[config.mk]
export PLATFORM = sky130hd
export DESIGN_NAME = accel_top
export DESIGN_NICKNAME = d
export VERILOG_FILES = /design/src/logic/accel_pkg.sv /design/src/logic/agu.sv /design/src/logic/load_ctrl.sv /design/src/logic/mac_core.sv /design/src/logic/result_buf.sv /design/src/logic/stream_ctrl.sv /design/src/logic/accel_top.sv
export VERILOG_INCLUDE_DIRS = /design/src /design/src/logic
export SDC_FILE = /design/constraint.sdc
export NUM_CORES = 1
export LEC_CHECK = 0
export BUFFER_PORTS_ARGS = -buffer_cell sky130_fd_sc_hd__buf_2
export CORE_UTILIZATION = 55
export DETAILED_ROUTE_END_ITERATION = 8
export PLACE_DENSITY_LB_ADDON = 0.3
export SYNTH_ARGS = -nofsm -noshare
export SYNTH_HDL_FRONTEND = slang
export SYNTH_SLANG_ARGS = --single-unit
[constraint.sdc]
create_clock -name clk -period 13.4 [get_ports clk]
set_input_delay 2.68 -clock clk [delete_from_list [all_inputs] [get_ports clk]]
set_output_delay 2.68 -clock clk [all_outputs]
set_load 0.01 [all_outputs]
[src/logic/accel_config.svh]
`ifndef ACCEL_CONFIG_SVH
`define ACCEL_CONFIG_SVH

// ======================================================================
// accelerator sizing
// ======================================================================

// input word and coefficient width
`define ACCEL_WORD_W 16

// result width, products wrap modulo 2^32
`define ACCEL_ACC_W 32

// buffer address width
`define ACCEL_ADDR_W 4

// words per block, fills the buffer exactly
`define ACCEL_BLOCK_LEN 16

`endif

[src/logic/accel_pkg.sv]
`default_nettype none

`include "accel_config.svh"

package accel_pkg;

    // input words and coefficients
    typedef logic [`ACCEL_WORD_W-1:0] word_t;

    // multiply-add results
    typedef logic [`ACCEL_ACC_W-1:0] acc_t;

    // input and result buffer addresses
    typedef logic [`ACCEL_ADDR_W-1:0] addr_t;

    // core sequencer
    typedef enum logic [1:0] {
        idle,
        run,
        drain
    } core_state_t;

endpackage

`default_nettype wire

[src/logic/agu.sv]
`timescale 1ns/1ns
`default_nettype none

module agu #(
    parameter int W = 8
) (
    input  wire          clk,
    input  wire          rst,
    input  wire          en,
    input  wire          start,
    input  wire  [W-1:0] ini,
    input  wire  [W-1:0] fin,
    output logic [W-1:0] data,
    output logic         last
);

    // set between start and the final step
    logic running;

    // ======================================================================
    // counter
    // ======================================================================

    always_ff @(posedge clk) begin
        if (rst) begin
            running <= 1'b0;
            data    <= '0;
        end else if (en) begin
            if (start) begin
                // restart from ini
                running <= 1'b1;
                data    <= ini;
            end else if (running) begin
                if (data == fin) begin
                    // stop on fin, data parks there
                    running <= 1'b0;
                end else begin
                    data <= data + 1'b1;
                end
            end
        end
    end

    // final step, only counts when enabled
    assign last = en & running & (data == fin);

endmodule

`default_nettype wire

[src/logic/load_ctrl.sv]
`timescale 1ns/1ns
`default_nettype none

`include "accel_config.svh"

module load_ctrl (
    input  wire                clk,
    input  wire                rst,
    input  wire                src_valid,
    output logic               wr_en,
    output accel_pkg::addr_t   wr_addr,
    output logic               loaded
);

    // first word goes to address 0 directly, agu covers 1 .. len-1
    localparam accel_pkg::addr_t first_ini = accel_pkg::addr_t'(1);
    localparam accel_pkg::addr_t last_addr = accel_pkg::addr_t'(`ACCEL_BLOCK_LEN - 1);

    // block in progress
    logic             in_block;
    logic             agu_start;
    logic             agu_last;
    accel_pkg::addr_t agu_addr;

    // a strobe outside a block opens one
    assign agu_start = src_valid & ~in_block;

    agu #(.W(`ACCEL_ADDR_W)) agu_load_inst (
        .clk   (clk),
        .rst   (rst),
        .en    (src_valid),
        .start (agu_start),
        .ini   (first_ini),
        .fin   (last_addr),
        .data  (agu_addr),
        .last  (agu_last)
    );

    // every strobe is one write
    assign wr_en   = src_valid;
    assign wr_addr = in_block ? agu_addr : '0;

    always_ff @(posedge clk) begin
        if (rst) begin
            in_block <= 1'b0;
            loaded   <= 1'b0;
        end else begin
            // one cycle pulse after the last word
            loaded <= agu_last;
            if (agu_last) begin
                in_block <= 1'b0;
            end else if (agu_start) begin
                in_block <= 1'b1;
            end
        end
    end

endmodule

`default_nettype wire

[src/logic/mac_core.sv]
`timescale 1ns/1ns
`default_nettype none

`include "accel_config.svh"

module mac_core (
    input  wire                clk,
    input  wire                rst,
    input  wire                loaded,
    input  accel_pkg::word_t   coef_a,
    input  accel_pkg::word_t   coef_b,
    output accel_pkg::addr_t   rd_addr,
    input  accel_pkg::word_t   rd_data,
    output logic               res_we,
    output accel_pkg::addr_t   res_addr,
    output accel_pkg::acc_t    res_data,
    output logic               done
);

    localparam accel_pkg::addr_t last_addr = accel_pkg::addr_t'(`ACCEL_BLOCK_LEN - 1);
    localparam int pad_w = `ACCEL_ACC_W - `ACCEL_WORD_W;

    accel_pkg::core_state_t state;
    logic                   agu_start;
    logic                   agu_last;
    accel_pkg::acc_t        mac_val;

    // ======================================================================
    // sequencer
    // ======================================================================

    // only accept a block from idle
    assign agu_start = loaded & (state == accel_pkg::idle);

    agu #(.W(`ACCEL_ADDR_W)) agu_core_inst (
        .clk   (clk),
        .rst   (rst),
        .en    (1'b1),
        .start (agu_start),
        .ini   ('0),
        .fin   (last_addr),
        .data  (rd_addr),
        .last  (agu_last)
    );

    always_ff @(posedge clk) begin
        if (rst) begin
            state <= accel_pkg::idle;
        end else begin
            case (state)
                accel_pkg::idle:  if (loaded) state <= accel_pkg::run;
                accel_pkg::run:   if (agu_last) state <= accel_pkg::drain;
                accel_pkg::drain: state <= accel_pkg::idle;
                default:          state <= accel_pkg::idle;
            endcase
        end
    end

    // ======================================================================
    // multiply-add stage
    // ======================================================================

    // zero extended, sum wraps at acc width
    assign mac_val = {{pad_w{1'b0}}, coef_a} * {{pad_w{1'b0}}, rd_data}
                   + {{pad_w{1'b0}}, coef_b};

    // result and address one cycle behind the read
    always_ff @(posedge clk) begin
        res_data <= mac_val;
        res_addr <= rd_addr;
    end

    always_ff @(posedge clk) begin
        if (rst) begin
            res_we <= 1'b0;
            done   <= 1'b0;
        end else begin
            res_we <= (state == accel_pkg::run);
            // last write lands during drain
            done   <= (state == accel_pkg::drain);
        end
    end

endmodule

`default_nettype wire

[src/logic/result_buf.sv]
`timescale 1ns/1ns
`default_nettype none

`include "accel_config.svh"

module result_buf (
    input  wire                clk,
    input  wire                we,
    input  accel_pkg::addr_t   waddr,
    input  accel_pkg::acc_t    wdata,
    input  wire                re,
    input  wire                en,
    input  accel_pkg::addr_t   raddr,
    output accel_pkg::acc_t    rdata
);

    // one block of results
    accel_pkg::acc_t mem [`ACCEL_BLOCK_LEN];

    // write port, core side
    always_ff @(posedge clk) begin
        if (we) begin
            mem[waddr] <= wdata;
        end
    end

    // ======================================================================
    // read port, stream side
    // ======================================================================

    // loads with stream_v under dst_ready
    // holds through stalls so data stays with dst_valid
    always_ff @(posedge clk) begin
        if (en && re) begin
            rdata <= mem[raddr];
        end
    end

endmodule

`default_nettype wire

[src/logic/stream_ctrl.sv]
`timescale 1ns/1ns
`default_nettype none

`include "accel_config.svh"

module stream_ctrl (
    input  wire                clk,
    input  wire                rst,
    input  wire                done,
    input  wire                dst_ready,
    output logic               dst_valid,
    output logic               dst_last,
    output logic               stream_v,
    output accel_pkg::addr_t   stream_a
);

    localparam accel_pkg::addr_t last_addr = accel_pkg::addr_t'(`ACCEL_BLOCK_LEN - 1);

    logic done_n;
    logic done_nn;
    logic done_keep;
    logic stream_ok;
    logic stream_ok_r;
    logic stream_start;
    logic stream_active;
    logic last_stream;

    // ======================================================================
    // done pickup
    // ======================================================================

    // two stage delay on done
    always_ff @(posedge clk) begin
        if (rst) begin
            done_n  <= 1'b0;
            done_nn <= 1'b0;
        end else begin
            done_n  <= done;
            done_nn <= done_n;
        end
    end

    // remember done until the sink is ready
    always_ff @(posedge clk) begin
        if (rst) begin
            done_keep <= 1'b0;
        end else if (stream_ok) begin
            done_keep <= 1'b0;
        end else if (done_nn) begin
            done_keep <= 1'b1;
        end
    end

    // go when done is seen and the sink is enabled
    assign stream_ok = (done_nn | done_keep) & dst_ready;

    // registered ok, frozen by stalls
    always_ff @(posedge clk) begin
        if (rst) begin
            stream_ok_r <= 1'b0;
        end else if (dst_ready) begin
            stream_ok_r <= stream_ok;
        end
    end

    assign stream_start = stream_ok_r & dst_ready;

    // ======================================================================
    // read address walk
    // ======================================================================

    agu #(.W(`ACCEL_ADDR_W)) agu_stream_inst (
        .clk   (clk),
        .rst   (rst),
        .en    (dst_ready),
        .start (stream_start),
        .ini   ('0),
        .fin   (last_addr),
        .data  (stream_a),
        .last  (last_stream)
    );

    // active while the agu runs
    // opens with its start so address 0 is the first read
    always_ff @(posedge clk) begin
        if (rst) begin
            stream_active <= 1'b0;
        end else if (last_stream) begin
            stream_active <= 1'b0;
        end else if (stream_start) begin
            stream_active <= 1'b1;
        end
    end

    // read strobe toward result_buf
    assign stream_v = stream_active & dst_ready;

    // ======================================================================
    // sink side flags
    // ======================================================================

    // both follow the read register, one cycle behind stream_v
    always_ff @(posedge clk) begin
        if (rst) begin
            dst_valid <= 1'b0;
            dst_last  <= 1'b0;
        end else if (dst_ready) begin
            dst_valid <= stream_active;
            dst_last  <= stream_active & last_stream;
        end
    end

endmodule

`default_nettype wire

[src/logic/accel_top.sv]
`timescale 1ns/1ns
`default_nettype none

`include "accel_config.svh"

module accel_top (
    input  wire                clk,
    input  wire                rst,
    input  wire                src_valid,
    input  accel_pkg::word_t   src_data,
    input  accel_pkg::word_t   coef_a,
    input  accel_pkg::word_t   coef_b,
    input  wire                dst_ready,
    output logic               dst_valid,
    output accel_pkg::acc_t    dst_data,
    output logic               dst_last,
    output logic               busy
);

    // loader to input buffer
    logic             wr_en;
    accel_pkg::addr_t wr_addr;
    logic             loaded;

    // core side
    accel_pkg::addr_t rd_addr;
    accel_pkg::word_t rd_data;
    logic             res_we;
    accel_pkg::addr_t res_addr;
    accel_pkg::acc_t  res_data;
    logic             done;

    // stream side
    logic             stream_v;
    accel_pkg::addr_t stream_a;
    logic             beat_last;

    // input buffer, async read into the core
    accel_pkg::word_t in_buf [`ACCEL_BLOCK_LEN];

    // ======================================================================
    // load path
    // ======================================================================

    load_ctrl load_ctrl_inst (
        .clk       (clk),
        .rst       (rst),
        .src_valid (src_valid),
        .wr_en     (wr_en),
        .wr_addr   (wr_addr),
        .loaded    (loaded)
    );

    always_ff @(posedge clk) begin
        if (wr_en) begin
            in_buf[wr_addr] <= src_data;
        end
    end

    assign rd_data = in_buf[rd_addr];

    // ======================================================================
    // compute and stream
    // ======================================================================

    mac_core mac_core_inst (
        .clk      (clk),
        .rst      (rst),
        .loaded   (loaded),
        .coef_a   (coef_a),
        .coef_b   (coef_b),
        .rd_addr  (rd_addr),
        .rd_data  (rd_data),
        .res_we   (res_we),
        .res_addr (res_addr),
        .res_data (res_data),
        .done     (done)
    );

    result_buf result_buf_inst (
        .clk   (clk),
        .we    (res_we),
        .waddr (res_addr),
        .wdata (res_data),
        .re    (stream_v),
        .en    (dst_ready),
        .raddr (stream_a),
        .rdata (dst_data)
    );

    stream_ctrl stream_ctrl_inst (
        .clk       (clk),
        .rst       (rst),
        .done      (done),
        .dst_ready (dst_ready),
        .dst_valid (dst_valid),
        .dst_last  (dst_last),
        .stream_v  (stream_v),
        .stream_a  (stream_a)
    );

    // final beat of a block taken by the sink
    assign beat_last = dst_valid & dst_ready & dst_last;

    // busy from first strobe to the last accepted beat
    always_ff @(posedge clk) begin
        if (rst) begin
            busy <= 1'b0;
        end else if (src_valid) begin
            busy <= 1'b1;
        end else if (beat_last) begin
            busy <= 1'b0;
        end
    end

endmodule

`default_nettype wire

-- Word-level counts from Yosys, hierarchy flattened
Memory sizes are Yosys's and may differ from the RTL's. A register that Yosys moved wholly into a read port is not among the register bits.
Cells that the tools add are included.
- RAM bits: 768
- ROM bits: 0
- bits in latches: 0
- memories: 2
- register bits after elaboration: 65
- word-level logic and storage cells: 93
- multiply operators: 1
- add/sub/neg operators: 4
- equality and inequality tests: 9
- magnitude comparators: 0
- bitwise gates (word level): 16
- divide/modulo/power cells: 0
- multiplexer cells: 27
- reduce and logical (&&, ||, !) cells: 13
- shift-type cells: 0
- memories (memory ; words ; width ; read ports ; clocked after Yosys merged registers in ; wr ports ; RTL line ; text):
    result_buf_inst.mem ; 16 ; 32 ; 1 ; 1 ; 1 ; result_buf.sv:18 ; accel_pkg::acc_t mem [`ACCEL_BLOCK_LEN];
    in_buf ; 16 ; 16 ; 1 ; 1 ; 1 ; accel_top.sv:39 ; accel_pkg::word_t in_buf [`ACCEL_BLOCK_LEN];
- operators with widths (kind ; count):
    4-bit 2-to-1 mux ; 9
    32-bit by 16-bit adder with 32-bit output ; 1
    16-bit by 16-bit multiplier with 32-bit output ; 1
    1-bit 2-to-1 mux ; 15
    1-bit AND ; 13
    4-bit by 1-bit adder with 4-bit output (second input constant) ; 3
    4-bit equality test (second input constant) ; 3
    2-bit inequality test (second input constant) ; 4
    2-bit OR reduction ; 4
    3-bit AND reduction ; 2
    2-bit nonzero test ; 3
    2-bit 2-to-1 mux ; 2
    2-bit case mux with 2 select lines ; 1
    2-bit AND reduction ; 2
    2-bit by 1-bit equality test with 1-bit output (second input constant) ; 1
    2-bit equality test (second input constant) ; 1
    2-bit zero test ; 1
    1-bit NOT ; 2
    1-bit logical AND ; 1
    1-bit OR ; 1

-- Depth between registers and ports, before layout
Gate-level depths: netlist of run 1.
- word-level depth: 5
- gate-level depth with buffers: 25

-- Cells and area by module
Synthesis of run 1 repeated with hierarchy kept, for this count alone.
- cells, all modules: 2528
- area, all modules: 41230.8 um^2
- modules (own cells, without submodules) (module ; times used ; cells an instance ; area an instance (um^2)):
    result_buf ; 1 ; 839 ; 20163.1
    mac_core ; 1 ; 1102 ; 9910.8
    accel_top ; 1 ; 420 ; 9755.6
    agu ; 3 ; 43 ; 341.6
    stream_ctrl ; 1 ; 25 ; 265.3
    load_ctrl ; 1 ; 13 ; 111.4

-- Least setup slack after synthesis of run 1
OpenSTA, ideal clock, no wires.
- kind: input -> register
- from: input coef_a[7]
- to: register mac_core_inst.res_data[30]
- cell stages on the path: 21
- setup slack: 5.610 ns
- data arrival time: 7.674 ns
- path buffers: 2
- cell sequence: clkbuf_1 > nand2_1 > fa_1 > inv_1 > fa_1 > inv_1 > fa_1 > inv_1 > fa_1 > fa_1 > inv_1 > fa_1 > inv_1 > ha_1 > clkbuf_1 > a21oi_1 > o21ai_1 > a21oi_1 > nor3_1 > or4_1 > o211a_1
- longest elaborated chain between the ends: 2
- ends and longest elaborated chain (element ; RTL line ; text):
    start: declaration ; accel_top.sv:11 ; input accel_pkg::word_t coef_a,
    16-bit by 16-bit multiplier with 32-bit output ; mac_core.sv:64 ; assign mac_val = {{pad_w{1'b0}}, coef_a} * {{pad_w{1'b0}}, rd_data}
    32-bit by 16-bit adder with 32-bit output ; mac_core.sv:65 ; + {{pad_w{1'b0}}, coef_b};
    via mac_core_inst.mac_val[30] ; mac_core.sv:26 ; accel_pkg::acc_t mac_val;
    end signal: assignment ; mac_core.sv:69 ; res_data <= mac_val;
    end: declaration ; mac_core.sv:16 ; output accel_pkg::acc_t res_data,
The timed path passes the listed nets, and every way through them passes these cells.
A chain may end at the register's enable or synchronous reset.

==> results of run 1 <==
## state kept, by name, indices dropped and copies added (netlist names), 2 cells and up, named ones only
register and cells:
result_buf_inst.mem 512, in_buf 256, mac_core_inst.res_data 32, result_buf_inst.rdata 32, load_ctrl_inst.agu_load_inst.data 4, mac_core_inst.agu_core_inst.data 4, mac_core_inst.res_addr 4, stream_ctrl_inst.agu_stream_inst.data 4
mac_core_inst.state 2
## cell usage after synthesis (7+ instances only)
library cell  number
buf_6             13
nor2_1            58
xnor2_1           17
nand3_1           14
ha_1             109
inv_1            288
clkbuf_1          58
edfxtp_1         800
a211oi_1           7
nand4_1           10
mux4_2           240
a21oi_1           44
nand2_1          184
fa_1             210
xor2_1            17
and2_1           114
buf_1              8
dfxtp_1           69
buf_2             22
nor3_1            18
o21ai_0           16
nand2b_1           9
## per-layer routing
| layer | routed length, µm | vias to the layer above | global-route usage |
|---|---|---|---|
| met5 | 11 | - | 0 |
| met4 | 2260 | 2 | 0.0816 |
| met3 | 6400 | 151 | 0.0427 |
| met2 | 44300 | 920 | 0.406 |
| met1 | 34500 | 10979 | 0.319 |
| li1 | - | 8972 | - |
## through the flow
| stage | hold slack, ns | setup slack (ns) | cell area [µm²] |
|---|---|---|---|
| floorplan | 0.368 | 5.61 | 41000 |
| global placement | 0.381 | 5.36 | 42600 |
| detailed placement | 0.389 | 5.26 | 42600 |
| CTS | 0.398 | 5.38 | 45400 |
| global route | 0.413 | 4.91 | 45400 |
| finish | 0.396 | 5.39 | 45400 |
## worst min path at each step
| stage | start | end |
|---|---|---|
| after floorplan | mac_core_inst.agu_core_inst.data[1]$_SDFFE_PP0P_ | mac_core_inst.res_addr[1]$_DFF_P_ |
| after global placement | mac_core_inst.agu_core_inst.data[1]$_SDFFE_PP0P_ | mac_core_inst.res_addr[1]$_DFF_P_ |
| final | mac_core_inst.agu_core_inst.data[0]$_SDFFE_PP0P_ | mac_core_inst.res_addr[0]$_DFF_P_ |
| after CTS | mac_core_inst.agu_core_inst.data[0]$_SDFFE_PP0P_ | mac_core_inst.res_addr[0]$_DFF_P_ |
| after detailed placement | mac_core_inst.agu_core_inst.data[1]$_SDFFE_PP0P_ | mac_core_inst.res_addr[1]$_DFF_P_ |
| after global routing | mac_core_inst.agu_core_inst.data[0]$_SDFFE_PP0P_ | mac_core_inst.res_addr[0]$_DFF_P_ |
## power by group
group / switching (µW) / internal, µW / total [µW]
Sequential: 200 / 3290 / 3490
Clock: 1010 / 1350 / 2350
Combinational: 2330 / 1370 / 3690
Total: 3530 / 6000 / 9530
## cell families after synthesis
| kind of cell | after synthesis | share of synthesized area |
|---|---|---|
| flip-flops | 869 | 0.619 |
| AND/OR/NAND/NOR | 433 | 0.0508 |
| buffers and inverters | 389 | 0.0387 |
| adder cells (fa/ha/maj) | 319 | 0.136 |
| multiplexers | 245 | 0.133 |
| AO/OA/AOI/OAI | 101 | 0.0150 |
| XOR/XNOR | 34 | 0.00726 |
## final cells by class
class | count | area (µm²) | area share
clock inverter | 45 | 549 | 0.0121
sequential | 869 | 25400 | 0.560
tap | 959 | 1200 | 0.0264
antenna | 5 | 12.5 | 0.000276
timing repair buffer | 126 | 731 | 0.0161
clock buffer | 110 | 2230 | 0.0491
inverter | 288 | 1080 | 0.0238
multi-input combinational | 1132 | 14200 | 0.312
## cells in the final DEF (no fill, tap or decap), drive strengths merged, types with 14 or more instances in the layout
cell type	netlist	final
edfxtp	800	800
inv	288	291
mux4	240	240
fa	210	210
nand2	184	184
buf	43	126
and2	114	114
clkbuf	58	110
ha	109	109
dfxtp	69	69
nor2	58	58
a21oi	44	44
clkinv	0	33
nor3	18	18
xor2	17	17
xnor2	17	17
o21ai	17	17
nand3	14	14
## critical path: cells and delay by family (launching register included)
kind | cells | cell delay [ns]
simple gates | 2 | 0.36
compound gates | 4 | 1.10
fa+ha+maj | 7 | 3.36
buf+inv | 5 | 0.99
mux | 2 | 1.30
flops | 1 | 0.55
xor+xnor | 1 | 0.16
==> qor.yml, run 1 <==
min_path:
  whs_path_depth: 0
  holdCritPathClass: "flip-flop to flip-flop"
worst_setup_path:
  end_kind: "flip-flop"
  ff2ff_path_depth: 21
  startpoint_type: "flip-flop"
  max_stage_delay_ns: 0.79
  crit_path_top_delay_cell: "buf_4"
  cp_max_fo: 49
  arrival_ns: 8.54
  regToRegSetupSlack_ns: 5.39
  cp.required_ns: 13.93
  crit_type: "flip-flop to flip-flop"
  endpoint: "mac_core_inst.res_data[31]$_DFF_P_"
  r2r_end: "mac_core_inst.res_data[31]$_DFF_P_"
  path_cells: "buf_4, mux4_2, mux4_2, and2_1, fa_1, inv_1, fa_1, fa_1, inv_1, fa_1, fa_1, inv_1, fa_1, inv_1, ha_1, nand2_1, a211oi_1, o21ai_0, a41oi_1, a21oi_1, xnor2_1"
  crit_top_cell: "fa_1"
drt:
  drt_pre_antenna_iters: 9
  wl_per_cell_um: 24.8
  drt_iter0_drc: 2040
  vias: 21024
  wl_um: 87500
  drc_errors: 10
  routed_via_density: 5.95
  ant_nets: 0
power_and_ir_drop:
  p_per_area_nw_per_um2: 210
  leakage_uw: 0.0160
  total_power_uw: 9530
  max-vdd-ir-drop_mv: 0.257
yosys:
  seq_area_frac_synth: 0.619
  synth_top_area_cell: "edfxtp_1"
  yosys_warnings: 0
  synth_cell_types: 52
  syn_avg_cell_area_um2: 17.2
  synth_edf_count: 800
  netlist_area_um2: 41000
  synthCells: 2390
  async_flop_share: 0
  synthesis.nets: 2761
  synth.top_cells.by_area: "edfxtp_1, mux4_2, fa_1, dfxtp_1, ha_1"
  synth_ff_type: "edfxtp_1"
  yosys.area.top_type_share: 0.586
  synth-seq-cells: 869
global_route:
  grtUsageTotal: 0.241
  antenna_found_initial: 12
  grt_max_degree: 65
  grt_pass1_wl_um: 134000
  grt_pass1_vias: 22584
  overflow: 0
sta:
  relSlewSlack: 0.257
  finClkSkew_ns: 0.0591
  worst_pin_slew_ns: 1.11
  hold_viol: 0
  finalSetupTns_ns: 0
  grt_setup_unrepaired: "no"
  post-route-period-util: 0.597
  post-route-min-period_ns: 8.01
  setup_viol: 0
  slew_violations: 0
  fmax_mhz: 125
floorplanning:
  die_w_um: 275
  die_area_um2: 75700
  io_pins: 87
  die_h_um: 275
  core_um2: 73300
  row_count: 99
  start_util: 0.559
cts:
  cts_htree_levels: 3
  cts_hold_buf: 0
  clock_path_buffers: 3
  cts_buffers: 85
  cts.clk_slew.worst_paths_ns: 0.06
  cts_tree: "done"
  ctsResizeCount: 0
  cts_num_sinks: 869
  clk_latency_ns: 0.66
  post_cts_buffers: 0
  ctsRootBufferMaster: "clkbuf_16"
job:
  drv_cap: 0
status:
  status: "finished, violations left"
  violations: "DRC"
final_layout:
  layout-drive-gt1-share: 0.204
  post-route-util: 0.619
  nFillCells: 5232
  post_layout_nonfiller_instances: 3534
  layout.nets: 2873
  area_growth_pct: 10.7
placed_design:
  dp_hpwl_um: 52200
  port_buffers: 86
  routabilityCongestion: 0.822
  dp_cells: 3374
Power figures use the tool's default switching activity.
==> run 2: changes to the inputs <==
--- a/config.mk
+++ b/config.mk
@@ -6,6 +6,7 @@
 export SDC_FILE = /design/constraint.sdc
 export NUM_CORES = 1
 export LEC_CHECK = 0
+export ABC_AREA = 1
 export BUFFER_PORTS_ARGS = -buffer_cell sky130_fd_sc_hd__buf_2
 export CORE_UTILIZATION = 55
 export DETAILED_ROUTE_END_ITERATION = 8
==> constraint.sdc (replaced) <==
create_clock -name clk -period 7.5 [get_ports clk]
set_input_delay 1.5 -clock clk [delete_from_list [all_inputs] [get_ports clk]]
set_output_delay 1.5 -clock clk [all_outputs]
set_load 0.01 [all_outputs]
==> run 2 against run 1 <==
Against the previous run: the run now ends clean; hold slack better by 0.0069 ns; routed wire length is 21% higher; combinational power is 97% higher; fmax is 18% higher; power is 92% higher; cell count is 39% higher; core utilization is 0.35 points lower; clock power is 100% higher; clock-buffer cell count is 3 lower; critical endpoint is now mac_core_inst.res_data[26]$_DFF_P_; largest cell class unchanged; largest power group unchanged.
==> qor.yml, run 2 <==
final_layout:
  post_layout_nonfiller_instances: 4929  # +39%
  final_common_cell: "edfxtp_1"
  layout-drive-gt1-share: 0.0970  # -0.107
  layout.nets: 4184  # +46%
  largest_register_ffs: 512  # unchanged
  area_growth_pct: 10.6  # about the same
  fin_area_um2: 47700  # +5.0%
  layout_common_cells: "edfxtp_1, inv_1, nand2_1, nor2_1, o21ai_0"
  largestRegisters: "result_buf_inst.mem x512, in_buf x256"
  regMostFlops: "result_buf_inst.mem"
cts:
  cts_num_sinks: 869  # unchanged
  post_cts_buffers: 0  # unchanged
  ctsResizeCount: 0  # unchanged
  cts_tree: "done"
  clock_path_buffers: 3  # unchanged
  cts.clk_slew.worst_paths_ns: 0.06  # about the same
  cts_hold_buf: 0  # unchanged
  cts_htree_levels: 3  # unchanged
  ctsRootBufferMaster: "clkbuf_16"
  cts_buffers: 87  # +2.4%
  clk_latency_ns: 0.68  # +0.02 ns
status:
  status: "completed"
sta:
  setup_viol: 0  # unchanged
  grt_setup_unrepaired: "no"
  post-route-period-util: 0.902  # +0.305
  finalSetupTns_ns: 0  # unchanged
  slew_violations: 0  # unchanged
  finClkSkew_ns: 0.0738  # +0.0147 ns
  worst_pin_slew_ns: 1.23  # +0.114 ns
  hold_viol: 0  # unchanged
  relSlewSlack: 0.181  # -0.0762
  post-route-min-period_ns: 6.77  # -1.24 ns
  fmax_mhz: 148  # +18%
global_route:
  antenna_found_initial: 5  # -7
  grt_pass1_wl_um: 162000  # +21%
  grt_max_degree: 111  # +71%
  grt_pass1_vias: 28068  # +24%
  overflow: 0  # unchanged
  grtUsageTotal: 0.271  # +0.0301
yosys:
  yosys.area.top_type_share: 0.557  # -0.0286
  yosys_warnings: 0  # unchanged
  synth-seq-cells: 869  # unchanged
  synth.most_common_cell: "edfxtp_1"
  seq_area_frac_synth: 0.589  # -0.0302
  synthesis.nets: 4149  # +50%
  synthCells: 3778  # +58%
  netlist_area_um2: 43100  # +5.1%
  syn_avg_cell_area_um2: 11.4  # -33%
  synth_top_area_cell: "edfxtp_1"
  synth_cell_types: 34  # -35%
  synth_ff_type: "edfxtp_1"
  async_flop_share: 0  # unchanged
  yosys-top-cells-count: "edfxtp_1, inv_1, nand2_1, nor2_1, o21ai_0"
  synth.top_cells.by_area: "edfxtp_1, fa_1, inv_1, nand2_1, o21ai_0"
  synth_edf_count: 800  # unchanged
min_path:
  whs_path_depth: 0  # unchanged
  holdCritStartpoint: "mac_core_inst.agu_core_inst.data[3]$_SDFFE_PP0P_"
  min_to: "mac_core_inst.res_addr[3]$_DFF_P_"
  holdCritPathClass: "flip-flop to flip-flop"
power_and_ir_drop:
  p_clk_frac: 0.258  # +0.011
  power_frac_comb: 0.398  # +0.011
  leakage_uw: 0.0184  # +14%
  max-vdd-ir-drop_mv: 0.457  # +78%
  intPower_uw: 11300  # +88%
  pwr-share-seq: 0.343  # -0.023
  switching_share: 0.384  # +0.0135
  p_per_area_nw_per_um2: 383  # +82%
  p_sw_uw: 7010  # +99%
worst_setup_path:
  r2r_end: "mac_core_inst.res_data[26]$_DFF_P_"
  max_stage_delay_ns: 0.71  # -0.08 ns
  crit_path_top_delay_cell: "dfxtp_4"
  startpoint_type: "flip-flop"
  cp.required_ns: 8.05  # -5.88 ns
  end_kind: "flip-flop"
  regToRegSetupSlack_ns: 0.73  # -4.66 ns
  path_cells: "buf_12, buf_4, o211ai_1, nand3_1, nand3_2, nand2_2, nand2_1, fa_1, inv_1, fa_1, inv_1, fa_1, inv_1, fa_1, fa_1, ha_1, ha_1, nand2_1, nor2_1, inv_1, nor3_1, nand3_1, nand4_1, nand2_1"
  arrival_ns: 7.32  # -1.22 ns
  crit_type: "flip-flop to flip-flop"
  ff2ff_path_depth: 24  # +14%
  cp_max_fo: 79  # +61%
  crit_top_cell: "fa_1"
drt:
  drt_iter0_drc: 2920  # +43%
  vias: 28478  # +35%
  drt_pre_antenna_iters: 6  # -3
  wl_per_cell_um: 21.4  # -14%
  ant_nets: 0  # unchanged
  drc_errors: 0  # -10
  routed_via_density: 5.78  # -2.9%
  wl_um: 106000  # +21%
floorplanning:
  die_area_um2: 79500  # +5.1%
  die_h_um: 282  # +2.5%
  start_util: 0.557  # -0.00270
  io_pins: 87  # unchanged
  core_um2: 77500  # +5.6%
  row_count: 102  # +3.0%
  die_w_um: 282  # +2.5%
job:
  drv_cap: 0  # unchanged
placed_design:
  dp_cells: 4764  # +41%
  routabilityCongestion: 0.962  # +17%
  port_buffers: 86  # unchanged
  dpl-instance-area_um2: 44500  # +4.4%
  dp_hpwl_um: 65100  # +25%
## run 2: layout make-up
| type | count | area, µm² |
|---|---|---|
| sequential | 869 | 25400 |
| clock inverter | 56 | 848 |
| fill | 6037 | 29800 |
| tap | 1040 | 1300 |
| inverter | 550 | 2070 |
| multi-input combinational | 2170 | 14800 |
| clock buffer | 107 | 2370 |
| timing repair buffer | 135 | 823 |
| antenna | 2 | 5.00 |
## run 2: layer usage
metal / global-route usage / routed length, µm
met4: 0.105 / 3800
met5: 0 / 17
met3: 0.0480 / 9420
met2: 0.439 / 49600
met1: 0.367 / 42700
## run 2: logic make-up (layout without fill, tap and decap cells)
| logic type | Yosys count | count (layout) | synth area share |
|---|---|---|---|
| and+or+nand+nor | 1074 | 1074 | 0.104 |
| DFF | 869 | 869 | 0.589 |
| AOI/OAI and AO/OA | 760 | 760 | 0.104 |
| buffers and inverters | 739 | 848 | 0.0703 |
| adders and majority gates | 319 | 319 | 0.129 |
| xor gates and xnor gates | 17 | 17 | 0.00345 |
| other | 0 | 2 | 0 |
## run 2: how the worst max path moves through the flow
stage               from                                 end  slack (ns)
2_1_floorplan  coef_a[6]  mac_core_inst.res_data[29]$_DFF_P_        1.25
3_3_place_gp   coef_a[6]  mac_core_inst.res_data[28]$_DFF_P_        0.81
3_5_place_dp   coef_a[6]  mac_core_inst.res_data[31]$_DFF_P_        0.71
4_1_cts        flip-flop  mac_core_inst.res_data[31]$_DFF_P_        0.82
5_1_grt        flip-flop  mac_core_inst.res_data[29]$_DFF_P_        0.34
6_report       flip-flop  mac_core_inst.res_data[26]$_DFF_P_        0.73
## run 2: metrics by stage
| step | util | worst slack [ns] | total power, µW | hold WS, ns |
|---|---|---|---|---|
| after floorplan | - | 1.25 | 11500 | 0.368 |
| after global placement | 0.574 | 0.811 | 13500 | 0.392 |
| after detailed placement | 0.574 | 0.706 | 13600 | 0.394 |
| after CTS | 0.615 | 0.818 | 18300 | 0.404 |
| after global routing | 0.615 | 0.336 | 19600 | 0.413 |
| final | 0.615 | 0.735 | 18300 | 0.403 |
## run 2: critical path, delay by kind of cell, from the launching register on
family / cells / cell delay, ns
buf+inv: 6 / 0.94
fa+ha+maj: 7 / 3.07
simple gates: 10 / 1.81
compound gates: 1 / 0.15
flops: 1 / 0.71
## run 2: power groups by stage
| stage | registers, µW | clock network (µW) | logic (µW) |
|---|---|---|---|
| after global placement | 6350 | 0 | 7180 |
| after CTS | 6260 | 4770 | 7250 |
| after floorplan | 6180 | 0 | 5350 |
| after global routing | 6310 | 4950 | 8380 |
| final | 6270 | 4720 | 7280 |
| after detailed placement | 6370 | 0 | 7200 |
